## config.mk

```make
export PLATFORM = sky130hd
export DESIGN_NAME = exec_lane
export DESIGN_NICKNAME = d
export VERILOG_FILES = /design/src/core_pkg.sv /design/src/isa_pkg.sv /design/src/exec_lane.sv
export SDC_FILE = /design/constraint.sdc
export NUM_CORES = 2
export LEC_CHECK = 0
export ABC_AREA = 1
export BUFFER_PORTS_ARGS = -buffer_cell sky130_fd_sc_hd__buf_2
export CAP_MARGIN = 20
export CORE_MARGIN = 2
export CORE_UTILIZATION = 50
export DETAILED_ROUTE_END_ITERATION = 10
export GPL_TIMING_DRIVEN = 0
export PLACE_DENSITY = 0.72
export SYNTH_ARGS = -nofsm -noshare
export SYNTH_HDL_FRONTEND = slang
export SYNTH_SLANG_ARGS = --single-unit
```

## constraint.sdc

```tcl
create_clock -name clock -period 7.3 [get_ports clock]
set_input_delay 0.73 -clock clock [delete_from_list [all_inputs] [get_ports clock]]
set_output_delay 0.73 -clock clock [all_outputs]
set_load 0.02 [all_outputs]
```

## src/core_pkg.sv

```systemverilog
// Microarchitecture parameters of the out-of-order core
// Lane count, ROB sizing, multiply latency and counter types
`default_nettype none

package core_pkg;

  ////////////////////////////////////////////////////////////////////////////
  // Execution lanes
  ////////////////////////////////////////////////////////////////////////////

  localparam int num_lanes   = 3;
  localparam int mul_latency = 4;   // Cycles from issue to result strobe

  // Countdown for the multiply, holds mul_latency-1
  typedef logic [$clog2(mul_latency)-1:0] mul_cnt_t;

  ////////////////////////////////////////////////////////////////////////////
  // Reorder buffer
  ////////////////////////////////////////////////////////////////////////////

  localparam int rob_depth = 8;

  typedef logic [$clog2(rob_depth)-1:0] tag_t;       // ROB slot index
  typedef logic [$clog2(rob_depth):0]   rob_cnt_t;   // Occupancy, 0..rob_depth

  // Retired instructions, halt included
  typedef logic [15:0] count_t;

endpackage

`default_nettype wire

```

## src/isa_pkg.sv

```systemverilog
// ISA definitions for the out-of-order core
// Opcodes, register file geometry, value width and core status
`default_nettype none

package isa_pkg;

  ////////////////////////////////////////////////////////////////////////////
  // Register file geometry
  ////////////////////////////////////////////////////////////////////////////

  localparam int data_width = 32;   // One register value
  localparam int num_regs   = 8;    // Architectural registers

  typedef logic [$clog2(num_regs)-1:0] reg_idx_t;
  typedef logic [data_width-1:0]       data_t;

  // Hardwired zero, reads 0 and never takes a write
  localparam reg_idx_t zero_reg = reg_idx_t'(0);

  ////////////////////////////////////////////////////////////////////////////
  // Decoded operations
  ////////////////////////////////////////////////////////////////////////////

  typedef enum logic [3:0] {
    op_li,    // Load immediate into dest
    op_add,
    op_sub,
    op_and,
    op_or,
    op_xor,
    op_sll,   // Shift by low 5 bits of b
    op_mul,   // Multi-cycle, low half of product
    op_halt   // Stops dispatch, sets status on retire
  } opcode_e;

  // Core state seen on the commit side
  typedef enum logic {
    status_running,
    status_halted
  } core_status_e;

endpackage

`default_nettype wire

```

## src/exec_lane.sv

```systemverilog
// Execution lane: single-cycle ALU ops and a multi-cycle multiply.
// Busy from issue until the result strobe goes out.
`default_nettype none

module exec_lane (
  input  wire                clock,
  input  wire                arst_n,
  input  wire                issue,
  input  isa_pkg::opcode_e   opcode,
  input  isa_pkg::data_t     operand_a,
  input  isa_pkg::data_t     operand_b,
  input  core_pkg::tag_t     tag,
  output logic               lane_free,
  output logic               result_valid,
  output core_pkg::tag_t     result_tag,
  output isa_pkg::data_t     result_data
);

  logic                 busy;
  core_pkg::mul_cnt_t   cnt;    // Cycles left before the strobe
  isa_pkg::opcode_e     op_q;
  isa_pkg::data_t       a_q;
  isa_pkg::data_t       b_q;
  core_pkg::tag_t       tag_q;

  // Control state
  always_ff @(posedge clock or negedge arst_n)
  begin
    if (!arst_n)
    begin
      busy <= 1'b0;
      cnt  <= '0;
    end
    else if (issue)
    begin
      busy <= 1'b1;
      cnt  <= (opcode == isa_pkg::op_mul) ?
              core_pkg::mul_cnt_t'(core_pkg::mul_latency - 1) : '0;
    end
    else if (result_valid)
      busy <= 1'b0;
    else if (busy)
      cnt <= cnt - 1'b1;
  end

  // Operation latch
  always_ff @(posedge clock)
  begin
    if (issue)
    begin
      op_q  <= opcode;
      a_q   <= operand_a;
      b_q   <= operand_b;
      tag_q <= tag;
    end
  end

  assign lane_free    = !busy;
  assign result_valid = busy && (cnt == '0);
  assign result_tag   = tag_q;

  always_comb
  begin
    case (op_q)
      isa_pkg::op_li:  result_data = b_q;
      isa_pkg::op_add: result_data = a_q + b_q;
      isa_pkg::op_sub: result_data = a_q - b_q;
      isa_pkg::op_and: result_data = a_q & b_q;
      isa_pkg::op_or:  result_data = a_q | b_q;
      isa_pkg::op_xor: result_data = a_q ^ b_q;
      isa_pkg::op_sll: result_data = a_q << b_q[4:0];
      isa_pkg::op_mul: result_data = a_q * b_q;   // Low half only
      default:         result_data = '0;          // Halt carries no value
    endcase
  end

endmodule

`default_nettype wire

```

* Word-level counts from Yosys, hierarchy flattened
Index checks and enable logic that the tools add are counted.
** Operators by class
- Add/subtract/negate cells :: 3
- $mul :: 1
- Eq/ne operators :: 9
- Shift-type cells :: 1
- Multiplexer cells :: 7
- Bitwise operators :: 3
- Reductions and logical operators :: 7
** Operators with widths (number)
- $pmux 32 s8 :: 1
- $add 32x32->32 :: 1
- $and 32x32->32 :: 1
- $mul 32x32->32 :: 1
- $or 32x32->32 :: 1
- $shl 32x5->32 :: 1
- $sub 32x32->32 :: 1
- $xor 32x32->32 :: 1
- $eq 4x3->1 const B :: 5
- $eq 4x2->1 const B :: 2
- $mux 2 :: 4
- $eq 4x1->1 const B :: 1
- $logic_not 4->1 :: 1
- $reduce_bool 2->1 :: 2
- $logic_not 2->1 :: 1
- $mux 1 :: 2
- $ne 2x2->1 const B :: 1
- $reduce_and 2->1 :: 1
- $sub 2x1->2 const B :: 1
- $logic_and 1x1->1 :: 1
- $logic_not 1->1 :: 1
** Word-level totals
- Bits in registers :: 74
- Input bits :: 74
- Word-level logic and storage cells :: 37

* Depth between registers and ports, before layout
- Word-level depth :: 4
- Mapped depth :: 37
- Gate-level depth less buffers :: 34

* Worst setup path after synthesis
Ideal clock, no wire load.
- Kind :: reg2out
- From :: register b_q[2]
- To :: output port result_data[26]
- Data arrival time :: 7010 ps
- Data required time :: 6570 ps
- Setup slack :: -440 ps
- Cell stages (with the launch flop) :: 30
- Cell sequence :: edfxtp_1 > buf_6 > buf_2 > buf_1 > buf_1 > buf_2 > nand2_1 > inv_1 > fa_1 > inv_1 > fa_1 > fa_1 > fa_1 > inv_1 > fa_1 > fa_1 > fa_1 > fa_1 > ha_1 > a21oi_1 > o21ai_0 > a21oi_1 > nand3_1 > nand3_1 > nand2_1 > nand2_1 > nand2_1 > or2_2 > nand3_1 > nand3_1
** Between the ends
- Word-level cells in the longest chain between the ends :: 2
- Elaborated cells between the ends (all ways) :: 5
- Classes of those cells :: add/sub: 2; mul: 1; shift: 1; mux: 1
** RTL lines
- start: declaration :: line exec_lane.sv:23 : isa_pkg::data_t b_q;
- start signal: assignment :: line exec_lane.sv:53 : b_q <= operand_b;
- $mul 32x32->32, or another cell as far along :: line exec_lane.sv:72 : isa_pkg::op_mul: result_data = a_q * b_q;
- $pmux 32 s8 (*) :: line exec_lane.sv:64 : case (op_q)
- end: declaration :: line exec_lane.sv:16 : output isa_pkg::data_t result_data
Every way passes the cells marked *; elsewhere a longest branch is shown, timed or not.

* Worst setup path in the final report
- From :: register b_q[6]
- To :: output port result_data[22]
** Between the ends
- Word-level cells in the longest chain between the ends :: 2
- Elaborated cells between the ends (all ways) :: 4
- Classes of those cells :: add/sub: 2; mul: 1; mux: 1
** RTL lines (line)
- $mul 32x32->32, or another cell as far along :: exec_lane.sv:72
- $pmux 32 s8 (*) :: exec_lane.sv:64
Marks and branches as above.

==> metrics.cfg <==
[worst_hold_path]
hold_class = input port to asynchronous set/reset pin

[drt]
wl_mm = 110
drc = 0
first_pass_iters = 8
drt_iter0_drc = 2988
num_vias = 25100
drtAntennaViolNets = 0
viasPerCell = 5.69
wl_per_cell_microns = 24.8

[grt]
overflow = 0
grt_antenna_before_repair = 2
grtUsageTotal_pct = 42.6
grt_max_degree = 75
grt_pass1_vias = 24400
grt_pass1_wl_mm = 156

[floorplanning]
dieHeight_microns = 228
num_rows = 81
start_util_pct = 50.9
pin_count = 111
chipWidth_microns = 228
core_area_sq_um = 49200
dieArea_sq_um = 51800

[timing]
whs_ns = 0.150
finalClockSkew_ns = 0.0000350
maxSlewViolCount = 0
max_freq_ghz = 0.123
setup_viol = 22
finalSetupTns_ns = -11.99
tightest_slew_ns = 1.18
report.final.hold_viol_count = 0
rsz0062_at_grt = true
post-route-min-period_ns = 8.12
post-route-period-util_pct = 111
slew_headroom_pct = 21.0
finalWorstSetupSlack_ns = -0.816

[yosys]
netlist_instances = 3457
yosysUniqueCellTypes = 57
post-synth-top-area-cell = fa_1
synth.area.top_cells = fa_1, nand2_1, inv_1
syn_nets = 4161
synth.most_common_cell = nand2_1
synth_common_cells = nand2_1, inv_1, fa_1
syn_area_sq_um = 25000
avgSynthCellArea_sq_um = 7.24
ys_seq_elements = 74
async_flop_share_pct = 4.05
synth_top_area_share_pct = 32.7
ys_seq_area_share_pct = 8.82
synth_edf_count = 71
synth_ff_type = edfxtp_1
yosysWarnings = 0

[clocking]
clk-insertion-delay-late_ns = 0.37
cts.reportedPaths.clkPinSlew_ns = 0.07
clkSinkCount = 74
clk_path_buf_depth = 2
postCtsHoldBufs = 0
cts_inserted_buffers = 9
htree_levels = 3
root_buffer = clkbuf_16
cts_tree = yes

[worst_setup_path]
reg2reg_from = cnt[0]$_DFFE_PN0P_
required_ns = 6.57
crit_path_start = b_q[6]$_DFFE_PP_
cp.arrival_ns = 7.39
ff2ff_path_depth = 5
worstSetupPathType = flop to output port
end_kind = output port
critPathMaxFanout = 7
start_kind = flop

[finish]
instances_no_fill = 4422
fin_nets = 4452
layout-drive-gt1-share_pct = 18.5
syn2layout_area_growth_pct = 23.5

[run_status]
violations = setup timing
status = finished with violations

[place]
place_ws_ns = -2.00
gp_congestion = 1.04
io_buffers = 110
dp.cells = 4231
dp.final_hpwl_mm = 84.0

[job]
cap_violations = 0

[per-layer routing]
layer  GRT usage [%]  share of wire, %
met5               0            0.0091
met4            29.8               8.5
met3            12.0                12
met2            63.7                42
met1            53.5                37
[worst paths after layout]
kind / endpoint / slack, ns
min: busy$_DFFE_PN0P_ / 0.15
max in group asynchronous: cnt[0]$_DFFE_PN0P_ / 7.04
min in group clock: a_q[5]$_DFFE_PP_ / 0.53
min reg2reg: cnt[1]$_DFFE_PN0P_ / 0.55
max reg2reg: cnt[0]$_DFFE_PN0P_ / 5.98
max: result_data[22] / -0.82
[worst max-delay path: stages (launching register included)]
cell and delay [ns]:
edfxtp_1 0.52, buf_12 0.22, clkbuf_16 0.17, nand2_4 0.05, inv_2 0.03, fa_1 0.50, fa_1 0.43, fa_1 0.50
inv_2 0.04, fa_1 0.51, inv_2 0.04, fa_1 0.52, fa_1 0.46, fa_1 0.60, fa_1 0.48, ha_4 0.30
nand4_1 0.19, inv_1 0.08, a21oi_2 0.21, nand3_2 0.15, nand3_2 0.13, nand2_4 0.07, or2_1 0.22, nand3_2 0.08
nand4_1 0.22, buf_4 0.26
[cell usage in the layout (no fill, tap or decap), drive strengths merged, types with 71 or more instances in the layout]
cell	Yosys	layout
nand3	113	113
ha	221	221
fa	409	409
a21oi	112	112
o21ai	173	173
clkbuf	94	84
inv	915	919
nand2	935	935
buf	65	363
edfxtp	71	71
nor2	106	106
[registers in the layout (all words and copies together) (netlist names)]
signal and flops:
busy 1, b_q 32, op_q 4, cnt 2
result_tag 3, a_q 32
[repair_timing]
| item | in CTS | in global routing |
|---|---|---|
| resized for setup | 527 | 173 |
| setup endpoints to repair | 25 | 23 |
| pin swaps | 112 | 139 |
| setup buffers | 127 | 48 |
| endpoints found under the hold margin | 0 | 0 |
| gates cloned | 1 | 2 |
[cells by family (layout without fill, tap and decap cells)]
group	after synthesis	after routing	share of synthesized area, %
AOI/OAI and AO/OA	402	402	9.42
other	0	5	0
and+or+nand+nor	1221	1221	19.7
adders and majority gates	630	630	43.8
muxes	6	6	0.240
xor gates and xnor gates	48	48	1.68
buffers and inverters	1076	1372	16.4
DFF	74	74	8.82
[final cells by class]
| type | count | area (sq um) |
|---|---|---|
| Timing Repair Buffer | 288 | 2210 |
| Tap cell | 664 | 831 |
| Clock buffer | 9 | 225 |
| Sequential cell | 74 | 2210 |
| Inverter | 917 | 3450 |
| Buffer | 151 | 1760 |
| Antenna cell | 5 | 12.5 |
| Multi-Input combinational cell | 2307 | 20100 |
| Clock inverter | 7 | 58.8 |
| Fill cell | 4360 | 18300 |
[per-stage QoR]
step                      util, %  cell area, sq um
after floorplan                 -             25200
after global routing         62.8             30900
final                        62.9             30900
after global placement       54.1             26600
after detailed placement     54.1             26600
after CTS                    60.7             29800
Power is left out: the tool's default activity adds up to more than one toggle a clock period on the data nets, which glitch-free logic cannot reach.
