==> src/core_pkg.sv <==
// Microarchitecture parameters of the out-of-order core
// Lane count, ROB sizing, multiply latency and counter types
`default_nettype none

package core_pkg;

  ////////////////////////////////////////////////////////////////////////////
  // Execution lanes
  ////////////////////////////////////////////////////////////////////////////

  localparam int num_lanes   = 3;
  localparam int mul_latency = 4;   // Cycles from issue to result strobe

  // Countdown for the multiply, holds mul_latency-1
  typedef logic [$clog2(mul_latency)-1:0] mul_cnt_t;

  ////////////////////////////////////////////////////////////////////////////
  // Reorder buffer
  ////////////////////////////////////////////////////////////////////////////

  localparam int rob_depth = 8;

  typedef logic [$clog2(rob_depth)-1:0] tag_t;       // ROB slot index
  typedef logic [$clog2(rob_depth):0]   rob_cnt_t;   // Occupancy, 0..rob_depth

  // Retired instructions, halt included
  typedef logic [15:0] count_t;

endpackage

`default_nettype wire

==> src/isa_pkg.sv <==
// ISA definitions for the out-of-order core
// Opcodes, register file geometry, value width and core status
`default_nettype none

package isa_pkg;

  ////////////////////////////////////////////////////////////////////////////
  // Register file geometry
  ////////////////////////////////////////////////////////////////////////////

  localparam int data_width = 32;   // One register value
  localparam int num_regs   = 8;    // Architectural registers

  typedef logic [$clog2(num_regs)-1:0] reg_idx_t;
  typedef logic [data_width-1:0]       data_t;

  // Hardwired zero, reads 0 and never takes a write
  localparam reg_idx_t zero_reg = reg_idx_t'(0);

  ////////////////////////////////////////////////////////////////////////////
  // Decoded operations
  ////////////////////////////////////////////////////////////////////////////

  typedef enum logic [3:0] {
    op_li,    // Load immediate into dest
    op_add,
    op_sub,
    op_and,
    op_or,
    op_xor,
    op_sll,   // Shift by low 5 bits of b
    op_mul,   // Multi-cycle, low half of product
    op_halt   // Stops dispatch, sets status on retire
  } opcode_e;

  // Core state seen on the commit side
  typedef enum logic {
    status_running,
    status_halted
  } core_status_e;

endpackage

`default_nettype wire

==> src/reorder_buffer.sv <==
// Reorder buffer: collects lane results by tag and retires the head in order.
// Drives the commit port, retired-instruction count and halt status.
`default_nettype none

module reorder_buffer (
  input  wire                              clock,
  input  wire                              arst_n,
  // Allocation from dispatch
  input  wire                              alloc,
  input  isa_pkg::reg_idx_t                alloc_dest,
  input  wire                              alloc_halt,
  output core_pkg::tag_t                   alloc_tag,
  output logic                             rob_full,
  // One write port per lane
  input  wire  [core_pkg::num_lanes-1:0]   result_valid,
  input  core_pkg::tag_t                   result_tag  [core_pkg::num_lanes],
  input  isa_pkg::data_t                   result_data [core_pkg::num_lanes],
  // Retire
  output logic                             commit_valid,
  output core_pkg::tag_t                   commit_tag,
  output isa_pkg::reg_idx_t                commit_dest,
  output isa_pkg::data_t                   commit_data,
  output logic                             commit_wr_en,
  output core_pkg::count_t                 completed_count,
  output isa_pkg::core_status_e            core_status
);

  isa_pkg::reg_idx_t                 dest  [core_pkg::rob_depth];
  isa_pkg::data_t                    data  [core_pkg::rob_depth];
  logic [core_pkg::rob_depth-1:0]    halt;
  logic [core_pkg::rob_depth-1:0]    done;
  core_pkg::tag_t                    head;
  core_pkg::tag_t                    tail;
  core_pkg::rob_cnt_t                occupancy;

  assign alloc_tag = tail;
  assign rob_full  = (occupancy == core_pkg::rob_cnt_t'(core_pkg::rob_depth));

  ////////////////////////////////////////////////////////////////////////////
  // Head entry drives the commit port
  ////////////////////////////////////////////////////////////////////////////

  assign commit_valid = (occupancy != '0) && done[head];
  assign commit_tag   = head;
  assign commit_dest  = dest[head];
  assign commit_data  = data[head];
  assign commit_wr_en = commit_valid && !halt[head] && (dest[head] != isa_pkg::zero_reg);

  ////////////////////////////////////////////////////////////////////////////
  // Pointers, done flags, count and status
  ////////////////////////////////////////////////////////////////////////////

  always_ff @(posedge clock or negedge arst_n)
  begin
    if (!arst_n)
    begin
      head            <= '0;
      tail            <= '0;
      occupancy       <= '0;
      done            <= '0;
      completed_count <= '0;
      core_status     <= isa_pkg::status_running;
    end
    else
    begin
      if (commit_valid)
      begin
        done[head]      <= 1'b0;
        head            <= head + 1'b1;   // Wraps with depth a power of two
        completed_count <= completed_count + 1'b1;
        if (halt[head])
          core_status <= isa_pkg::status_halted;   // Sticky until reset
      end

      if (alloc)
      begin
        done[tail] <= 1'b0;
        tail       <= tail + 1'b1;
      end

      if (alloc && !commit_valid)
        occupancy <= occupancy + 1'b1;
      else if (!alloc && commit_valid)
        occupancy <= occupancy - 1'b1;

      // Several lanes may finish together
      for (int i = 0; i < core_pkg::num_lanes; i++)
      begin
        if (result_valid[i])
          done[result_tag[i]] <= 1'b1;
      end
    end
  end

  // Entry payload
  always_ff @(posedge clock)
  begin
    if (alloc)
    begin
      dest[tail] <= alloc_dest;
      halt[tail] <= alloc_halt;
    end
    for (int i = 0; i < core_pkg::num_lanes; i++)
    begin
      if (result_valid[i])
        data[result_tag[i]] <= result_data[i];
    end
  end

endmodule

`default_nettype wire

==> config.mk <==
export PLATFORM = sky130hd
export DESIGN_NAME = reorder_buffer
export DESIGN_NICKNAME = d
export VERILOG_FILES = /design/src/core_pkg.sv /design/src/isa_pkg.sv /design/src/reorder_buffer.sv
export SDC_FILE = /design/constraint.sdc
export NUM_CORES = 1
export LEC_CHECK = 0
export BUFFER_PORTS_ARGS = -buffer_cell sky130_fd_sc_hd__buf_4
export CORE_AREA = 2 2 229 209
export CTS_CLUSTER_SIZE = 10
export DETAILED_ROUTE_END_ITERATION = 16
export DIE_AREA = 0 0 231 211
export PLACE_DENSITY = 0.68
export SETUP_SLACK_MARGIN = 0.1
export SLEW_MARGIN = 10
export SYNTH_ARGS = -nofsm -noshare
export SYNTH_HDL_FRONTEND = slang
export SYNTH_SLANG_ARGS = --single-unit
==> constraint.sdc <==
create_clock -name clock -period 3.47 [get_ports clock]
set_input_delay 0.5205 -clock clock [delete_from_list [all_inputs] [get_ports clock]]
set_output_delay 0.5205 -clock clock [all_outputs]
set_load 0.01 [all_outputs]
# Yosys cells after proc, flatten, opt, wreduce, memory -nomap -nowiden
# Memories as Yosys holds them, arrays and structs flattened.
# Index checks and enable logic that the tools add are counted.
# Widths: inputs -> output; s select.
[op_classes]
add_sub_neg = 5
magnitude_cmp = 10
n_eq_ne = 1
n_mux = 30
bitwise = 7
n_reduce_logical = 17
[ops]
columns = ["cell", "n"]
rows = [
  ["$mux 8", 5],
  ["$or 8x8->8", 3],
  ["$lt 3x4->1 const B", 5],
  ["$add 16x1->16 const B", 1],
  ["$and 8x8->8", 2],
  ["$not 8->8", 2],
  ["$demux 1 s3", 5],
  ["$ge 3x1->1 const B", 5],
  ["$mux 1", 15],
  ["$logic_and 1x1->1", 10],
  ["$bwmux 8", 1],
  ["$mux 4", 2],
  ["$add 3x1->3 const B", 2],
  ["$bmux 1 s3", 2],
  ["$add 4x1->4 const B", 1],
  ["$eq 4x4->1 const B", 1],
  ["$reduce_bool 4->1", 1],
  ["$sub 4x1->4 const B", 1],
  ["$logic_not 1->1", 3],
  ["$reduce_bool 3->1", 1],
  ["$reduce_and 2->1", 1],
  ["$reduce_bool 2->1", 1],
]
[totals]
register_bits = 43
mem_bits_rw = 280
out_inout_bits = 61
word_cells = 79
mem_count = 2
[memory_table]
columns = ["memory", "depth", "word_bits", "read_ports", "rd_clocked_by_memory_dff", "wr", "line_no", "source"]
rows = [
  ["data", 8, 32, 1, 0, 3, "reorder_buffer.sv:29", "isa_pkg::data_t data [core_pkg::rob_depth];"],
  ["dest", 8, 3, 1, 0, 1, "reorder_buffer.sv:28", "isa_pkg::reg_idx_t dest [core_pkg::rob_depth];"],
]

# Logic depth before layout (Yosys ltp)
# Gate-level depths: netlist of the first run.
[depth]
word_depth = 15
depth_mapped = 13
ltp_nobuf = 11

# Worst setup path after synthesis of the first run
# No wires, ideal clock.
[synth_timing]
kind = "input port to flip-flop"
from = "in result_tag[8] (netlist name)"
to = "mem data[7][0] (netlist name) (enable)"
arrival_ns = 4.425
setup_slack_ns = -1.491
cell_stages = 2
path_buffers = 0
cell_sequence = "inv_1 -> o311ai_0"
[synth_rtl]
columns = ["item", "line_no", "source"]
rows = [
  ["from (decl)", "reorder_buffer.sv:16", "input core_pkg::tag_t result_tag [core_pkg::num_lanes],"],
  ["to (decl)", "reorder_buffer.sv:29", ""],
]

# Worst setup path in the final report of the first run
[layout_timing]
from = "reg head[2], in the netlist commit_tag[2]"
to = "out commit_wr_en"
[layout_via]
elab_chain_cells = 5
[layout_lines]
columns = ["item", "line_no", "source"]
rows = [
  ["from (decl)", "reorder_buffer.sv:32", "core_pkg::tag_t head;"],
  ["from (signal assigned)", "reorder_buffer.sv:69", "head <= head + 1'b1;"],
  ["$bmux 1 s3, on equally long branches", "reorder_buffer.sv:43, reorder_buffer.sv:47", ""],
  ["$mux 1, on equally long branches", "reorder_buffer.sv:43, reorder_buffer.sv:47", ""],
  ["$logic_and 1x1->1 or $logic_not 1->1 (tied branches)", "reorder_buffer.sv:43, reorder_buffer.sv:47", ""],
  ["$logic_and 1x1->1", "reorder_buffer.sv:47", "assign commit_wr_en = commit_valid && !halt[head] && (dest[head] != isa_pkg::zero_reg);"],
  ["$logic_and 1x1->1 (*)", "reorder_buffer.sv:47", ""],
  ["to (decl)", "reorder_buffer.sv:23", "output logic commit_wr_en,"],
]
# Every way passes the cells marked *; elsewhere a longest branch is shown, timed or not. The select of a mux whose other input is x is not followed.

==> results.yml, run 1 <==
routing:
  via_per_inst: 5.789
  drc: 0
  vias: 13111
  wl_mm: 54.87
  drt_pass1_iterations: 5
  ant_nets: 0
  first_iter_violations: 1391
  wl_per_cell_um: 24.23
clock_network:
  clock_latency_ps: 550
  htreeDepth: 2
  clkTransAtPathRegs_ps: 50
  clkSinkCount: 323
  numCtsBuffers: 39
  cts_tree: "yes"
  cts_root_buffer: "clkbuf_16"
  clockBufferDepth: 3
hold_path:
  hold_depth: 1
  hold_path_class: "in2reg"
  hp-start: "alloc_dest[2]"
  holdPathEnd: "dest[0][2]$_DFFE_PP_"
setup_path:
  rr_startpoint: "commit_tag[0]$_DFFE_PN0N_"
  reg2reg_setup_slack_ps: 520
  worstPathArrival_ps: 2630
  worstSetupEndpointType: "primary output"
  r2r_cells: 11
  cp.required_ps: 2950
  path_class: "reg2out"
  start_kind: "register"
  r2r_end: "occupancy[3]$_DFFE_PN0P_"
  path_max_fanout: 78
grt:
  antenna_found_initial: 12
  grt_pass1_vias: 13305
  grt_max_degree: 79
  grt_pass1_wl_mm: 82.05
  grt_use_total_pct: 22.32
  grt-ovfl-total: 0
placement:
  place_congestion: 0.8238
  numPortBuffers: 175
  dp_hpwl_mm: 32.37
  dp_slack_ps: 528.2
floorplan:
  io_pins: 176
  die_x_um: 231
  die-area_um2: 48740
  core_area_um2: 46170
  initial_utilization_pct: 39.79
  die_h_um: 211
  rows: 75
power_and_ir_drop:
  p_int_mw: 9.383
  vdd_drop_max_v: 0.0005686
  p_clk_share_pct: 26.6
  seqPwrFrac_pct: 37.3
  switchingPower_mw: 4.436
  cellLeakagePower_nw: 8.070
  swShare_pct: 32.10
  power_frac_comb_pct: 36.1
  p_per_area_nw_per_um2: 649.4
job:
  max_cap_violations: 0
sta:
  fmax_ghz: 0.3177
  finalHoldViolCount: 0
  fin_crit_sh_pct: 90.72
  worstMarginPinSlew_ps: 881.8
  period_needed_ps: 3148
  slew_headroom_pct: 40.90
  fin_ws_ps: 322.1
  report.final.slew_viol_count: 0
  fin_setup_tns_ps: 0
  finalSetupViolations: 0
  rsz0062_at_grt: "false"
  fin_skew_ps: 14.72
yosys:
  ys_warn_count: 0
  avgSynthCellArea_um2: 11.68
  dominantRegCellSynth: "edfxtp_1"
  postSynthCellCount: 1573
  synthesis.area_um2: 18370
  syn_nets: 1695
  async_flop_share_pct: 10.84
  ys_types: 40
  synth-seq-cells: 323
  yosysSeqAreaShare_pct: 51.85
  synth_edf_count: 288
status:
  status: "finished clean"
finish:
  fin_nets: 1744
  area_delta_synth_final_pct: 15.83
  layout-drive-gt1-share_pct: 24.13
==> cells in the mapped netlist, drive strengths merged (8+ instances only) <==
master / n / area share (%)
xor2: 15 / 0.72
buf: 60 / 1.6
a21oi: 129 / 3.5
nand3: 9 / 0.25
o21ai: 135 / 3.7
dfrtp: 35 / 4.8
nand2: 142 / 2.9
mux4: 73 / 8.9
nor2: 143 / 2.9
mux2i: 262 / 14
mux2: 39 / 2.4
o21bai: 9 / 0.37
clkbuf: 151 / 3.1
edfxtp: 288 / 47
nor4: 9 / 0.31
nor3: 8 / 0.22
==> kinds of logic after synthesis <==
family	count (synthesis)	synth area share (%)
DFF	323	51.85
xor gates and xnor gates	22	1.049
buffers and inverters	215	4.727
and+or+nand+nor	350	8.235
muxes	374	25.62
AOI/OAI and AO/OA	282	8.010
adders and majority gates	7	0.5176
==> sequential cells by signal, summed over array words and instances, names as in the netlist <==
name,count
core_status,1
completed_count,16
commit_tag,3
data,256
halt,8
alloc_tag,3
done,8
dest,24
occupancy,4
==> cell type report <==
class / count / area, µm²
antenna: 8 / 20.02
clock buffer: 55 / 1057
clock inverter: 5 / 38.79
fill: 4168 / 24890
inverter: 4 / 15.01
multi-input combinational: 1035 / 8084
sequential: 323 / 9533
tap: 616 / 770.7
timing repair buffer: 219 / 1759
==> critical path, cell delays in order, from the launching register on <==
cell and delay, ps:
dfrtp_4 430, buf_12 420, mux4_2 380, mux2_2 280, o311a_1 380, buf_4 150
==> worst max path at each step <==
stage	from	end	slack [ps]
final	commit_tag[2]$_DFFE_PN0N_	commit_wr_en	320
after global routing	commit_tag[0]$_DFFE_PN0N_	commit_data[12]	210
after CTS	commit_tag[0]$_DFFE_PN0N_	commit_data[12]	120
after detailed placement	commit_tag[0]$_DFFE_PN0N_	occupancy[3]$_DFFE_PN0P_	530
after global placement	commit_tag[0]$_DFFE_PN0N_	occupancy[3]$_DFFE_PN0P_	600
after floorplan	result_tag[8]	data[5][0]$_DFFE_PP_	-130
==> layer usage <==
metal,GRT usage [%],vias to the layer above,share of wire (%)
li1,-,5880,-
met4,8.053,10,2.6
met5,0,-,0.13
met2,36.38,580,48
met1,29.35,6535,41
met3,4.954,106,8.5
==> placed cells by master, fill, tap and decap left out, types with 2 or more instances in the layout <==
cell       count
diode_2        8
nand4_1        5
nand2b_1       7
nor4_1         8
clkinv_2       2
inv_1          4
nor4b_1        6
mux4_2        73
nor4bb_1       2
nand3_1        7
buf_4        210
o21ai_0      135
xor2_1        15
mux2_2        39
nand2_1      142
nand3_2        2
nor2b_1        3
ha_1           6
clkbuf_16     41
buf_12         6
o311ai_4       3
nor2_1       143
nor3b_2        3
nor3_1         5
mux2i_1      262
nor3_2         3
xnor2_1        7
a311o_2        3
and3b_2        2
dfrtp_4        2
dfrtp_1       32
or4_1          3
a21oi_1      129
edfxtp_1     288
clkbuf_1      15
o21bai_1       9
nand4b_1       5
==> metrics by stage <==
stage               area (µm²)  hold slack (ps)  power [mW]  cells  utilization, %
finish                   21280            209.1       13.82   2265           46.09
global route             21270            206.4       14.46   2263           46.08
CTS                      21230            185.6       13.88   2256           45.99
detailed placement       20120            460.5       10.19   2195           43.58
global placement         20120            461.4       10.06   2195           43.58
floorplan                18370            224.9       8.356   1573               -
==> power by group through the flow <==
stage | logic, mW | clock network, mW | registers, mW
floorplan | 3.28 | 0 | 5.08
global placement | 4.87 | 0 | 5.19
detailed placement | 4.97 | 0 | 5.22
CTS | 5.00 | 3.73 | 5.15
global route | 5.36 | 3.89 | 5.21
finish | 4.99 | 3.68 | 5.15
==> repair_timing <==
item                       4_1_cts  5_1_grt
gates cloned                     0        1
setup buffers                    0        0
hold buffers                     1        0
pin swaps                        0        0
hold endpoints to repair        35        0
resized for setup                1        0
setup endpoints to repair        2       16
No activity file was read; power rests on OpenSTA's default activity.
==> run 2, diff against run 1 <==
ABC_AREA = 1   (was not set)
CORE_AREA = 2 2 229 208   (was 2 2 229 209)
DIE_AREA = 0 0 231 210   (was 0 0 231 211)
==> results.yml, run 2 <==
status:
  status: "finished clean"
finish:
  layout-drive-gt1-share_pct: 14.70
  largest_reg_flops: 256
  fin_cells: 2698
  area_delta_synth_final_pct: 15.07
  fin_nets: 2187
  final_common_cell: "o21ai_0"
  final_cell_mix: "o21ai_0 (396), edfxtp_1 (288), nand2_1 (284)"
  fin_util_pct: 45.46
  n_fill_cell: 4341
sta:
  fmax_ghz: 0.3078
  rsz0062_at_grt: "false"
  hold_slack_ps: 198.1
  fin_skew_ps: 9.633
  worstMarginPinSlew_ps: 1079
  finalSetupViolations: 0
  slew_headroom_pct: 27.98
  finalHoldViolCount: 0
  period_needed_ps: 3249
  fin_setup_tns_ps: 0
  report.final.slew_viol_count: 0
  fin_crit_sh_pct: 93.63
hold_path:
  hold_path_class: "in2reg"
  hold_depth: 1
  hp-start: "alloc_dest[1]"
setup_path:
  worstPathArrival_ps: 2730
  worstSetupEndpointType: "primary output"
  cp_num_buf_inv: 2
  crit_end: "commit_data[31]"
  path_class: "reg2out"
  worst-path-stages: 4
  rr_startpoint: "commit_tag[1]$_DFFE_PN0N_"
  critPathLaunch: "commit_tag[0]$_DFFE_PN0N_"
  cp.required_ps: 2950
  reg2reg_setup_slack_ps: 660
  crit_family: "buffers and inverters"
  r2r_end: "occupancy[3]$_DFFE_PN0P_"
  r2r_cells: 15
  slowest_delay_ps: 690
  path_max_fanout: 123
  crit_chain: "buf_12, o21ai_0, o2111ai_1, buf_4"
  cpMaxStageDelayCell: "dfrtp_4"
  start_kind: "register"
routing:
  drt_pass1_iterations: 5
  first_iter_violations: 1872
  ant_nets: 0
  drc: 0
  via_per_inst: 5.902
  vias: 15924
  wl_per_cell_um: 21.52
  wl_mm: 58.05
power_and_ir_drop:
  p_per_area_nw_per_um2: 667.2
  vdd_drop_max_v: 0.0005155
  cellLeakagePower_nw: 7.337
clock_network:
  cts_root_buffer: "clkbuf_16"
  cts_tree: "yes"
  cts_setup_buffers: 0
  clkTransAtPathRegs_ps: 60
  htreeDepth: 2
  clockBufferDepth: 3
  clkSinkCount: 323
  numCtsBuffers: 39
  clock_latency_ps: 560
yosys:
  yosysMostFrequentCell: "o21ai_0"
  avgSynthCellArea_um2: 9.102
  synth-seq-cells: 323
  synth_top_area_cell: "edfxtp_1"
  async_flop_share_pct: 10.84
  synth_top_area_share_pct: 47.41
  ys_top_cells_by_count: "o21ai_0 (396), edfxtp_1 (288), nand2_1 (286)"
  ys_warn_count: 0
  ys_types: 37
  synth.top_cells.by_area: "edfxtp_1 (47%), o21ai_0 (11%), o211ai_1 (8.2%)"
  dominantRegCellSynth: "edfxtp_1"
  postSynthCellCount: 2004
  synthesis.area_um2: 18240
  yosysSeqAreaShare_pct: 52.21
  syn_nets: 2126
  synth_edf_count: 288
placement:
  dp_hpwl_mm: 34.92
  numPortBuffers: 175
  placed_cells: 2639
  place_congestion: 0.8840
grt:
  grt_pass1_vias: 15147
  grt-ovfl-total: 0
  grt_use_total_pct: 23.75
  antenna_found_initial: 2
  grt_max_degree: 124
  grt_pass1_wl_mm: 89.21
job:
  max_cap_violations: 0
floorplan:
  io_pins: 176
  die-area_um2: 48510
  die_h_um: 210
  rows: 75
  initial_utilization_pct: 39.51
  die_x_um: 231
  core_area_um2: 46170
[run 2: cell types whose count changed after synthesis, moves of 38 or more]
cell / delta
inv_1: +128
clkbuf_1: -40
mux2i_1: -262
mux4_2: -73
o21a_1: +91
mux2_2: -38
o211ai_1: +200
o21ai_0: +261
nand2_1: +144
[run 2: kinds of logic after synthesis]
family | Yosys count | synth area share, %
simple gates | 454 | 9.932
mux | 1 | 0.06173
buf+inv | 333 | 7.730
flops | 323 | 52.21
compound gates | 869 | 28.73
fa+ha+maj | 7 | 0.5213
xor+xnor | 17 | 0.8162
[run 2: cell type report]
cell class	count	area [µm²]	area share [%]
flip-flops and latches	323	9529	45.40
multi-input cells	1348	7385	35.18
repair buffers	209	1650	7.862
clock buffers	53	1071	5.103
well taps	616	770.7	3.672
inverters	144	549.3	2.617
clock inverters	4	32.53	0.1550
diodes	1	2.502	0.01192
[run 2: through the flow]
step           setup WS, ps  power [mW]  cell area (µm²)
2_1_floorplan          1054       8.441            18240
3_3_place_gp          658.2       10.26            19870
3_5_place_dp          606.9       10.36            19870
4_1_cts               201.4       14.04            20980
5_1_grt               125.8       14.76            20990
6_report              221.0       14.00            20990
[run 2: how the worst min path moves through the flow]
stage                          endpoint
6_report           dest[4][1]$_DFFE_PP_
5_1_grt            dest[7][1]$_DFFE_PP_
4_1_cts            dest[0][1]$_DFFE_PP_
3_5_place_dp    core_status$_DFFE_PN0P_
3_3_place_gp    core_status$_DFFE_PN0P_
2_1_floorplan  alloc_tag[0]$_DFFE_PN0P_
[run 2: worst reg2reg max path: cells and delay by family, from the launching register on]
| kind | cells | cell delay, ps |
|---|---|---|
| buf+inv | 3 | 320 |
| fa+ha+maj | 2 | 550 |
| compound gates | 3 | 380 |
| flops | 1 | 520 |
| simple gates | 6 | 790 |
| xor+xnor | 1 | 150 |
[run 2: power by group]
part	internal (mW)	switching, mW	total, mW
Combinational	1.94	3.31	5.25
Sequential	4.76	0.279	5.04
Clock	2.13	1.59	3.72
[run 2: metal layers]
| metal | wire length, µm | global-route usage, % | part of all wire, % |
|---|---|---|---|
| met5 | 8 | 0 | 0.014 |
| met4 | 2115 | 10.28 | 3.6 |
| met3 | 5460 | 4.708 | 9.4 |
| met2 | 26250 | 36.56 | 45 |
| met1 | 24210 | 32.66 | 42 |
[run 2: what timing repair did]
| action | 4_1_cts | 5_1_grt |
|---|---|---|
| gates resized for setup | 0 | 2 |
| hold buffers | 1 | 0 |
| setup endpoints to repair | 0 | 3 |
| endpoints found under the hold margin | 35 | 0 |
